### src/include/boxcar_defs.svh
`ifndef BOXCAR_DEFS_SVH
`define BOXCAR_DEFS_SVH

// Sample and average width
`define SAMPLE_W      16
// Window length and its log2, which sets the average shift and the sum growth
`define TAPS          16
`define TAPS_LOG2     4
// Decimation period field and overrun counter
`define DECIM_W       16
`define CNT_W         16
`define DECIM_RESET   16'd3

// AXI4-Lite bus widths
`define AXIL_ADDR_W   4
`define AXIL_DATA_W   32
`define AXIL_RESP_OKAY 2'b00

// Register offsets
`define REG_CTRL      4'h0
`define REG_DECIM     4'h4
`define REG_STATUS    4'h8
`define REG_LAST      4'hC

`endif

### src/logic/boxcar_pkg.sv
`include "boxcar_defs.svh"

package boxcar_pkg;

    ////////////////////////////////////////////////////////////////////////////
    // Stream beats
    ////////////////////////////////////////////////////////////////////////////

    // Input sample as seen on the accept strobe
    typedef struct packed {
        logic                        valid;
        logic signed [`SAMPLE_W-1:0] data;
    } sample_beat_t;

    // Window average leaving the accumulator
    typedef struct packed {
        logic                        valid;
        logic signed [`SAMPLE_W-1:0] data;
    } avg_beat_t;

    ////////////////////////////////////////////////////////////////////////////
    // Control and status
    ////////////////////////////////////////////////////////////////////////////

    // Flush is a one-cycle pulse
    typedef struct packed {
        logic                enable;
        logic                flush;
        logic [`DECIM_W-1:0] decim;
    } boxcar_cfg_t;

    typedef struct packed {
        logic [`CNT_W-1:0]           overrun_cnt;
        logic signed [`SAMPLE_W-1:0] last_avg;
    } boxcar_status_t;

    ////////////////////////////////////////////////////////////////////////////
    // AXI4-Lite
    ////////////////////////////////////////////////////////////////////////////

    // Master-driven side
    typedef struct packed {
        logic [`AXIL_ADDR_W-1:0]   awaddr;
        logic                      awvalid;
        logic [`AXIL_DATA_W-1:0]   wdata;
        logic [`AXIL_DATA_W/8-1:0] wstrb;
        logic                      wvalid;
        logic                      bready;
        logic [`AXIL_ADDR_W-1:0]   araddr;
        logic                      arvalid;
        logic                      rready;
    } axil_req_t;

    // Slave-driven side
    typedef struct packed {
        logic                    awready;
        logic                    wready;
        logic                    bvalid;
        logic [1:0]              bresp;
        logic                    arready;
        logic                    rvalid;
        logic [`AXIL_DATA_W-1:0] rdata;
        logic [1:0]              rresp;
    } axil_rsp_t;

endpackage

### src/logic/rate_strobe_gen.sv
`timescale 1ns/100ps
`include "boxcar_defs.svh"

module rate_strobe_gen
(
    input  logic                    a_clk,
    input  logic                    reset,
    input  boxcar_pkg::boxcar_cfg_t cfg,
    output logic                    strobe
);

    // Clocks left until the next accept
    logic [`DECIM_W-1:0] count;

    ////////////////////////////////////////////////////////////////////////////
    // Down-counter, one strobe every decim+1 clocks
    ////////////////////////////////////////////////////////////////////////////

    always_ff @(posedge a_clk)
    begin
        // Idle, flushed or in reset: park at full period
        if (reset || cfg.flush || !cfg.enable)
        begin
            count  <= cfg.decim;
            strobe <= 1'b0;
        end
        else if (count == '0)
        begin
            // Terminal count, fire and reload
            count  <= cfg.decim;
            strobe <= 1'b1;
        end
        else
        begin
            count  <= count - 1'b1;
            strobe <= 1'b0;
        end
    end

    // Period 0 keeps count at zero, so the strobe stays high every clock

endmodule

### src/logic/boxcar_accumulator.sv
`timescale 1ns/100ps
`include "boxcar_defs.svh"

module boxcar_accumulator
(
    input  logic                     a_clk,
    input  logic                     reset,
    input  logic                     strobe,
    input  boxcar_pkg::boxcar_cfg_t  cfg,
    input  boxcar_pkg::sample_beat_t sample,
    output boxcar_pkg::avg_beat_t    avg
);

    // Sum grows by log2 of the window length
    localparam int SUM_W = `SAMPLE_W + `TAPS_LOG2;

    // Window memory and write pointer
    logic signed [`SAMPLE_W-1:0]  window [`TAPS];
    logic        [`TAPS_LOG2-1:0] wr_idx;

    // Captured sample and its update flag
    logic signed [`SAMPLE_W-1:0]  data_in;
    logic                         run;

    // Running sum and output valid
    logic signed [SUM_W-1:0]      sum;
    logic                         avg_valid;

    ////////////////////////////////////////////////////////////////////////////
    // Stage 1, capture on the accept strobe
    ////////////////////////////////////////////////////////////////////////////

    always_ff @(posedge a_clk)
    begin
        // Flush drops a sample in flight
        if (reset || cfg.flush)
            run <= 1'b0;
        else
            run <= strobe;
    end

    always_ff @(posedge a_clk)
    begin
        if (strobe)
        begin
            // Missing sample counts as zero
            if (sample.valid)
                data_in <= sample.data;
            else
                data_in <= '0;
        end
    end

    ////////////////////////////////////////////////////////////////////////////
    // Stage 2, replace oldest entry and adjust sum
    ////////////////////////////////////////////////////////////////////////////

    always_ff @(posedge a_clk)
    begin
        if (reset || cfg.flush)
        begin
            for (int k = 0; k < `TAPS; k++)
                window[k] <= '0;
            wr_idx    <= '0;
            sum       <= '0;
            avg_valid <= 1'b0;
        end
        else
        begin
            avg_valid <= run;
            if (run)
            begin
                // New minus old, sign extended to the sum width
                sum            <= sum - window[wr_idx] + data_in;
                window[wr_idx] <= data_in;
                // Wraps at the window length
                wr_idx         <= wr_idx + 1'b1;
            end
        end
    end

    // Upper slice of the sum is the arithmetic shift by TAPS_LOG2
    always_comb
    begin
        avg.valid = avg_valid;
        avg.data  = sum[SUM_W-1:`TAPS_LOG2];
    end

endmodule

### src/logic/result_port.sv
`timescale 1ns/100ps
`include "boxcar_defs.svh"

module result_port
(
    input  logic                          a_clk,
    input  logic                          reset,
    input  boxcar_pkg::avg_beat_t         avg,
    input  logic                          m_tready,
    input  logic                          clear_overrun,
    output logic signed [`SAMPLE_W-1:0]   m_tdata,
    output logic                          m_tvalid,
    output boxcar_pkg::boxcar_status_t    status
);

    // Held beat not taken this cycle
    logic stalled;

    assign stalled = m_tvalid && !m_tready;

    ////////////////////////////////////////////////////////////////////////////
    // One-entry holding register
    ////////////////////////////////////////////////////////////////////////////

    always_ff @(posedge a_clk)
    begin
        if (reset)
            m_tvalid <= 1'b0;
        else if (avg.valid)
            m_tvalid <= 1'b1;
        else if (m_tready)
            m_tvalid <= 1'b0;
    end

    // Newest beat always wins the register
    always_ff @(posedge a_clk)
    begin
        if (avg.valid)
            m_tdata <= avg.data;
    end

    ////////////////////////////////////////////////////////////////////////////
    // Overrun count and last average
    ////////////////////////////////////////////////////////////////////////////

    always_ff @(posedge a_clk)
    begin
        if (reset)
        begin
            status.overrun_cnt <= '0;
            status.last_avg    <= '0;
        end
        else
        begin
            // Clear from the register block beats a same-cycle overrun
            if (clear_overrun)
                status.overrun_cnt <= '0;
            else if (avg.valid && stalled && (status.overrun_cnt != '1))
                status.overrun_cnt <= status.overrun_cnt + 1'b1;

            // Readback copy, taken on every beat
            if (avg.valid)
                status.last_avg <= avg.data;
        end
    end

endmodule

### src/logic/boxcar_regs.sv
`timescale 1ns/100ps
`include "boxcar_defs.svh"

module boxcar_regs
(
    input  logic                       a_clk,
    input  logic                       reset,
    input  boxcar_pkg::axil_req_t      axil_req,
    input  boxcar_pkg::boxcar_status_t status,
    output boxcar_pkg::axil_rsp_t      axil_rsp,
    output boxcar_pkg::boxcar_cfg_t    cfg,
    output logic                       clear_overrun
);

    // Control registers
    logic                    enable_q;
    logic                    flush_q;
    logic [`DECIM_W-1:0]     decim_q;
    logic                    clear_q;

    // Channel state, awready doubles as wready
    logic                    awready_q;
    logic                    bvalid_q;
    logic                    arready_q;
    logic                    rvalid_q;
    logic [`AXIL_DATA_W-1:0] rdata_q;
    logic [`AXIL_DATA_W-1:0] rd_mux;

    // Handshake cycles
    logic                    wr_fire;
    logic                    rd_fire;

    assign wr_fire = awready_q && axil_req.awvalid && axil_req.wvalid;
    assign rd_fire = arready_q && axil_req.arvalid;

    ////////////////////////////////////////////////////////////////////////////
    // Write address, data and response
    ////////////////////////////////////////////////////////////////////////////

    always_ff @(posedge a_clk)
    begin
        if (reset)
        begin
            awready_q <= 1'b0;
            bvalid_q  <= 1'b0;
        end
        else
        begin
            // Ready for one cycle once both halves are present
            awready_q <= axil_req.awvalid && axil_req.wvalid && !awready_q && !bvalid_q;
            if (wr_fire)
                bvalid_q <= 1'b1;
            else if (bvalid_q && axil_req.bready)
                bvalid_q <= 1'b0;
        end
    end

    // Register file update on the write handshake
    always_ff @(posedge a_clk)
    begin
        if (reset)
        begin
            enable_q <= 1'b0;
            flush_q  <= 1'b0;
            clear_q  <= 1'b0;
            decim_q  <= `DECIM_RESET;
        end
        else
        begin
            // Pulses last one clock
            flush_q <= 1'b0;
            clear_q <= 1'b0;
            if (wr_fire)
            begin
                case (axil_req.awaddr)
                    `REG_CTRL:
                    begin
                        if (axil_req.wstrb[0])
                        begin
                            enable_q <= axil_req.wdata[0];
                            flush_q  <= axil_req.wdata[1];
                        end
                    end
                    `REG_DECIM:
                    begin
                        if (axil_req.wstrb[0])
                            decim_q[7:0] <= axil_req.wdata[7:0];
                        if (axil_req.wstrb[1])
                            decim_q[15:8] <= axil_req.wdata[15:8];
                    end
                    // Any write clears the overrun count
                    `REG_STATUS: clear_q <= 1'b1;
                    default: ;
                endcase
            end
        end
    end

    ////////////////////////////////////////////////////////////////////////////
    // Read address and data
    ////////////////////////////////////////////////////////////////////////////

    always_ff @(posedge a_clk)
    begin
        if (reset)
        begin
            arready_q <= 1'b0;
            rvalid_q  <= 1'b0;
        end
        else
        begin
            arready_q <= axil_req.arvalid && !arready_q && !rvalid_q;
            if (rd_fire)
                rvalid_q <= 1'b1;
            else if (rvalid_q && axil_req.rready)
                rvalid_q <= 1'b0;
        end
    end

    // Read mux, flush always reads back 0
    always_comb
    begin
        rd_mux = '0;
        case (axil_req.araddr)
            `REG_CTRL:   rd_mux[0] = enable_q;
            `REG_DECIM:  rd_mux[`DECIM_W-1:0] = decim_q;
            `REG_STATUS: rd_mux[`CNT_W-1:0] = status.overrun_cnt;
            // Sign extended average
            `REG_LAST:   rd_mux = {{(`AXIL_DATA_W-`SAMPLE_W){status.last_avg[`SAMPLE_W-1]}},
                                   status.last_avg};
            default:     rd_mux = '0;
        endcase
    end

    always_ff @(posedge a_clk)
    begin
        if (rd_fire)
            rdata_q <= rd_mux;
    end

    // Bus and control outputs
    always_comb
    begin
        axil_rsp.awready = awready_q;
        axil_rsp.wready  = awready_q;
        axil_rsp.bvalid  = bvalid_q;
        axil_rsp.bresp   = `AXIL_RESP_OKAY;
        axil_rsp.arready = arready_q;
        axil_rsp.rvalid  = rvalid_q;
        axil_rsp.rdata   = rdata_q;
        axil_rsp.rresp   = `AXIL_RESP_OKAY;
        cfg.enable       = enable_q;
        cfg.flush        = flush_q;
        cfg.decim        = decim_q;
        clear_overrun    = clear_q;
    end

endmodule

### src/logic/boxcar_top.sv
`timescale 1ns/100ps
`include "boxcar_defs.svh"

module boxcar_top
(
    input  logic                        a_clk,
    input  logic                        reset,
    input  boxcar_pkg::axil_req_t       axil_req,
    output boxcar_pkg::axil_rsp_t       axil_rsp,
    input  logic signed [`SAMPLE_W-1:0] s_tdata,
    input  logic                        s_tvalid,
    output logic                        s_tready,
    output logic signed [`SAMPLE_W-1:0] m_tdata,
    output logic                        m_tvalid,
    input  logic                        m_tready
);

    // Control and status between register block and datapath
    boxcar_pkg::boxcar_cfg_t    cfg;
    boxcar_pkg::boxcar_status_t status;
    logic                       clear_overrun;

    // Sample path
    logic                       strobe;
    boxcar_pkg::sample_beat_t   sample;
    boxcar_pkg::avg_beat_t      avg;

    // Accept happens only on the strobe
    assign s_tready = strobe;

    always_comb
    begin
        sample.valid = s_tvalid;
        sample.data  = s_tdata;
    end

    boxcar_regs i_regs
    (
        .a_clk         (a_clk),
        .reset         (reset),
        .axil_req      (axil_req),
        .status        (status),
        .axil_rsp      (axil_rsp),
        .cfg           (cfg),
        .clear_overrun (clear_overrun)
    );

    rate_strobe_gen i_strobe
    (
        .a_clk  (a_clk),
        .reset  (reset),
        .cfg    (cfg),
        .strobe (strobe)
    );

    boxcar_accumulator i_accum
    (
        .a_clk  (a_clk),
        .reset  (reset),
        .strobe (strobe),
        .cfg    (cfg),
        .sample (sample),
        .avg    (avg)
    );

    result_port i_result
    (
        .a_clk         (a_clk),
        .reset         (reset),
        .avg           (avg),
        .m_tready      (m_tready),
        .clear_overrun (clear_overrun),
        .m_tdata       (m_tdata),
        .m_tvalid      (m_tvalid),
        .status        (status)
    );

endmodule

### config.mk
export PLATFORM = sky130hd
export DESIGN_NAME = boxcar_top
export DESIGN_NICKNAME = d
export VERILOG_FILES = /design/src/logic/boxcar_pkg.sv /design/src/logic/rate_strobe_gen.sv /design/src/logic/boxcar_accumulator.sv /design/src/logic/result_port.sv /design/src/logic/boxcar_regs.sv /design/src/logic/boxcar_top.sv
export VERILOG_INCLUDE_DIRS = /design/src /design/src/include
export SDC_FILE = /design/constraint.sdc
export NUM_CORES = 1
export LEC_CHECK = 0
export ABC_AREA = 0
export BUFFER_PORTS_ARGS = -buffer_cell sky130_fd_sc_hd__buf_2
export CAP_MARGIN = 15
export CORE_UTILIZATION = 60
export CTS_BUF_LIST = sky130_fd_sc_hd__clkbuf_8
export CTS_CLUSTER_SIZE = 28
export DETAILED_ROUTE_END_ITERATION = 10
export PLACE_DENSITY = 0.79
export RECOVER_POWER = 100
export SLEW_MARGIN = 0
export SYNTH_ARGS = -nofsm -noshare
export SYNTH_HDL_FRONTEND = slang
export SYNTH_SLANG_ARGS = --single-unit
### constraint.sdc
create_clock -name a_clk -period 5.9 [get_ports a_clk]
set_input_delay 0.59 -clock a_clk [delete_from_list [all_inputs] [get_ports a_clk]]
set_output_delay 0.59 -clock a_clk [all_outputs]
set_load 0.02 [all_outputs]
After elaboration in Yosys (flattened, before gate mapping)
Memories as Yosys holds them, arrays and structs flattened. A register that Yosys moved wholly into a read port is not among the register bits.
Index checks and enable logic that the tools add are counted.
{"block": "word_totals", "in_bits": 69, "mem_count": 1, "output_inout_bits": 59, "wordCells": 93, "reg_bits": 148, "latch_bits": 0, "mem_bits_rw": 256, "mem_bits_ro": 0}
{"block": "classes", "shifts": 0, "addsub": 5, "reduce_logical": 34, "n_eq_ne": 6, "multipliers": 0, "n_bitwise": 3, "order_cmp": 0, "div_mod_pow": 0, "mux": 22}
{"name": "i_accum.window", "words": 16, "width": 16, "read_ports": 1, "rd_ports_with_merged_regs": 1, "write_ports": 16, "line": "boxcar_accumulator.sv:18", "text": "logic signed [`SAMPLE_W-1:0] window [`TAPS];"}
{"op": "$mux 16", "n": 3}
{"op": "$pmux 15 s3", "n": 1}
{"op": "$add 20x16->20", "n": 1}
{"op": "$sub 20x16->20", "n": 1}
{"op": "$add 16x1->16 const B", "n": 1}
{"op": "$logic_not 16->1", "n": 1}
{"op": "$ne 16x16->1 const B", "n": 1}
{"op": "$reduce_or 16->1", "n": 1}
{"op": "$sub 16x1->16 const B", "n": 1}
{"op": "$mux 1", "n": 14}
{"op": "$logic_and 1x1->1", "n": 13}
{"op": "$eq 4x4->1 const B", "n": 3}
{"op": "$mux 4", "n": 3}
{"op": "$reduce_and 3->1", "n": 3}
{"op": "$eq 4x3->1 const B", "n": 2}
{"op": "$logic_not 4->1", "n": 2}
{"op": "$logic_not 1->1", "n": 6}
{"op": "$reduce_bool 2->1", "n": 3}
{"op": "$add 4x1->4 const B", "n": 1}
{"op": "$pmux 1 s4", "n": 1}
{"op": "$reduce_or 2->1", "n": 2}
{"op": "$reduce_or 4->1", "n": 1}
{"op": "$not 1->1", "n": 3}
{"op": "$logic_or 1x1->1", "n": 2}

Longest topological paths before layout
{"block": "logic_depth", "word_depth": 5, "ltp_mapped": 16, "ltp_nobuf": 14}

By module
From an unflattened synthesis, not the netlist that was laid out.
{"block": "hier_totals", "cells_unflattened": 1515, "hier_area_um2": 19607.6}
{"mod": "boxcar_accumulator", "area_each_um2": 14729.1, "cells_per_inst": 1080, "instances": 1, "seq_area_each_um2": 8768.4}
{"mod": "boxcar_regs", "area_each_um2": 2019.4, "cells_per_inst": 182, "instances": 1, "seq_area_each_um2": 970.9}
{"mod": "result_port", "area_each_um2": 1910.6, "cells_per_inst": 169, "instances": 1, "seq_area_each_um2": 1141.1}
{"mod": "rate_strobe_gen", "area_each_um2": 948.4, "cells_per_inst": 84, "instances": 1, "seq_area_each_um2": 340.3}

Worst setup path before layout
OpenSTA, ideal clock, no wires.
{"block": "synth_timing", "kind": "register -> register", "start": "reg with a tool-made name", "end": "reg i_accum.sum[16]", "arrival_ns": 4.018, "setup_time_ns": 0.059, "stages_incl_launch_ff": 15, "n_path_buf": 2, "t_required_ns": 5.841, "synth_period_minus_slack_ns": 4.077, "setup_slack_ns": 1.823, "path_cell_list": "dfxtp_1 -> clkbuf_1 -> buf_2 -> mux4_2 -> mux4_2 -> fa_1 -> inv_1 -> ha_1 -> nor2b_1 -> o21a_1 -> o21ai_0 -> a211oi_1 -> o211ai_1 -> mux2_2 -> nand2_1"}
{"item": "end signal, assigned", "line": "boxcar_accumulator.sv:74", "text": "sum <= sum - window[wr_idx] + data_in;"}
{"item": "end, declared", "line": "boxcar_accumulator.sv:26", "text": "logic signed [SUM_W-1:0] sum;"}

==> results.py <==
metrics = {
    "drt": {
        "met1_length_um": 16930,
        "first_pass_iters": 5,
        "vias": 12640,
        "routedWlPerCell_um": 21.95,
        "route.detailed.drc": 0,
        "route.met2.wl_um": 21910,
        "drtAntennaViolNets": 0,
        "wl_um": 44490,
        "wl_met3_um": 3931,
        "top_layer_used": "met4",
        "via_per_inst": 6.237,
        "drtIter0Drc": 1225,
    },
    "clocking": {
        "h-tree-depth": 3,
        "cts_tree": "done",
        "cts_hold_buf": 0,
        "cts_setup_buffers": 0,
        "cts_root_buf": "clkbuf_8",
        "cts_buffers": 66,
        "clock_latency_ns": 0.61,
        "clkTransAtPathRegs_ns": 0.06,
        "clock_sinks": 408,
        "ctsResizeCount": 0,
        "clock_tree.buffer_depth": 3,
    },
    "timing": {
        "fmax_mhz": 196.9,
        "drv_slew": 222,
        "maxSlewHeadroom_pct": -33.18,
        "rsz0062_at_grt": "no",
        "skew_ns": 0.03726,
        "fin_crit_sh_pct": 86.09,
        "tightest_slew_ns": 1.998,
        "post-route-min-period_ns": 5.079,
        "hold_violations": 0,
        "setup_tns_ns": 0,
        "setup-violations-final": 0,
        "fin_ws_ns": 0.8209,
    },
    "synth": {
        "synth_area_per_cell_um2": 12.73,
        "synth-edff-count": 305,
        "synth_cell_type_count": 61,
        "synthFlopType": "edfxtp_1",
        "syn_area_um2": 19170,
        "ys_ff_latch": 408,
        "yosysMostFrequentCell": "edfxtp_1",
        "synth_top_area_share_pct": 47.79,
        "ys.warnings.count": 0,
        "seq_area_frac_synth_pct": 58.55,
        "synth_area_leaders": "edfxtp_1 48%, dfxtp_1 11%, mux4_2 8.6%",
        "netlist_top_cells_count": "305 x edfxtp_1, 168 x nor3_1, 110 x nor2_1",
        "syn-instance-count": 1505,
        "yosys.area.top_type": "edfxtp_1",
        "async_reset_ff_share_pct": 0,
    },
    "die": {
        "core_area_um2": 31470,
        "ios": 128,
        "die_w_um": 180.7,
        "die_area_um2": 32660,
        "std_cell_rows": 65,
        "die_h_um": 180.7,
        "start_util_pct": 60.89,
    },
    "global_route": {
        "grt_usage_pct": 27.94,
        "grt_pass1_vias": 12630,
        "antenna_found_initial": 0,
        "grt_max_degree": 61,
        "grt_pass1_wl_um": 69420,
        "grt-ovfl-total": 0,
    },
    "run_status": {
        "outcome": "finished, violations left",
        "violations": "capacitance limit, slew limit",
    },
    "critical_path": {
        "worst_setup_path_start_kind": "input pin",
        "worstSetupEndpointType": "flop",
        "worst_ep_arrival_time_ns": 5.41,
        "cp.required_ns": 6.23,
        "rr_worst_depth": 13,
        "critPathMaxFanout": 42,
        "worstSetupPathType": "input pin to flop",
    },
    "place": {
        "pre_cts_ws_ns": 1.146,
        "port_buffers": 105,
        "dp_hpwl_um": 28120,
        "routabilityCongestion": 0.8747,
    },
    "run": {
        "maxCapViolations": 9,
    },
    "hold_path": {
        "hold_depth": 2,
        "hp-class": "input pin to flop",
    },
    "pwr": {
        "power_density_nw_per_um2": 271.1,
        "ir_drop_uv": 230.6,
        "leakage_nw": 7.191,
    },
    "layout": {
        "fin_util_pct": 66.51,
        "area_growth_syn_to_layout_pct": 9.218,
        "multi_input_area_um2": 7008,
        "register_area_um2": 11230,
        "nets": 1687,
        "n_antenna_cell": 0,
        "drive_gt1_share_pct": 16.37,
        "fillers": 2264,
    },
}
-- report_power, final --
part           switching (mW)  total [mW]  internal [mW]
clock                    1.13        2.31           1.19
combinational           0.137       0.206         0.0691
sequential             0.0188        3.16           3.14
-- cell usage in the layout, fill, tap and decap left out, types with 9 or more instances in the layout --
master	synthesis	layout
edfxtp_1	305	305
nor3_1	168	168
nor2_1	110	110
dfxtp_1	103	99
inv_1	64	83
mux4_2	73	73
clkbuf_8	0	72
clkbuf_1	82	72
nor4_1	56	56
nand2_1	51	48
buf_2	9	47
and2_0	0	46
o21ai_0	44	46
mux2i_1	37	37
clkinv_1	13	27
ha_1	27	27
xnor2_1	24	24
a21oi_1	23	23
and2_1	68	22
nand3_1	20	19
fa_1	19	19
buf_4	27	18
mux2_2	17	17
xor2_1	17	17
a22oi_1	15	15
nor2b_1	10	10
clkinv_2	0	9
-- sequential cells by signal, indices dropped and copies added (netlist names), 4 cells and up, named ones only --
| register | flops |
|---|---|
| i_accum.sum | 20 |
| i_accum.window | 256 |
| i_strobe.count | 16 |
| i_accum.data_in | 16 |
| i_result.m_tdata | 16 |
| i_regs.rdata_q | 17 |
| i_result.status | 32 |
| i_accum.wr_idx | 4 |
| i_regs.decim_q | 16 |
-- cell families (layout without fill, tap and decap cells) --
logic type / count (synthesis) / count (layout) / synth area share [%]
muxes: 134 / 134 / 12.47
adders and majority gates: 46 / 46 / 3.747
and+or+nand+nor: 533 / 533 / 14.36
buffers and inverters: 220 / 337 / 4.948
other: 1 / 4 / 0.01957
AOI/OAI and AO/OA: 122 / 122 / 4.041
xor gates and xnor gates: 41 / 41 / 1.874
DFF: 408 / 408 / 58.55
-- metrics by stage --
step	hold slack (ns)	area [um^2]	power (mW)	cells
floorplan	0.4143	19180	3.344	1508
global route	0.2122	20930	5.854	2027
global placement	0.4221	19880	3.417	1906
CTS	0.1938	21140	5.715	2027
detailed placement	0.4567	19880	3.426	1906
finish	0.2099	20930	5.676	2027
-- layer usage --
metal	vias up	GRT usage, %
li1	5692	-
met1	6136	35.77
met2	684	46.24
met3	131	4.939
met4	0	13.91
met5	-	0
-- worst max-delay path, stage by stage --
cell and delay [ns]:
clkbuf_1 1.33, nor2_1 0.14, nand2_1 0.38, inv_1 0.20, nand2_1 1.23, buf_4 0.53
o21ai_0 0.50, buf_4 0.46
-- worst paths after layout --
path	to	from	slack (ns)
setup / recovery	i_accum.window[9][11]	reset	0.82
hold / removal	i_regs.clear_overrun	axil_req[45]	0.21
setup reg to reg	i_accum.sum[19]	flop	1.02
hold reg to reg	i_regs.arready_q	i_regs.rvalid_q	0.47
-- area by class of cell --
| type | count | share of cell area, % |
|---|---|---|
| sequential | 408 | 53.64 |
| tap | 402 | 2.403 |
| inverter | 77 | 1.381 |
| clock buffer | 72 | 4.734 |
| timing repair buffer | 139 | 3.108 |
| multi-input combinational | 880 | 33.48 |
| clock inverter | 49 | 1.255 |
Power figures use the tool's default switching activity.
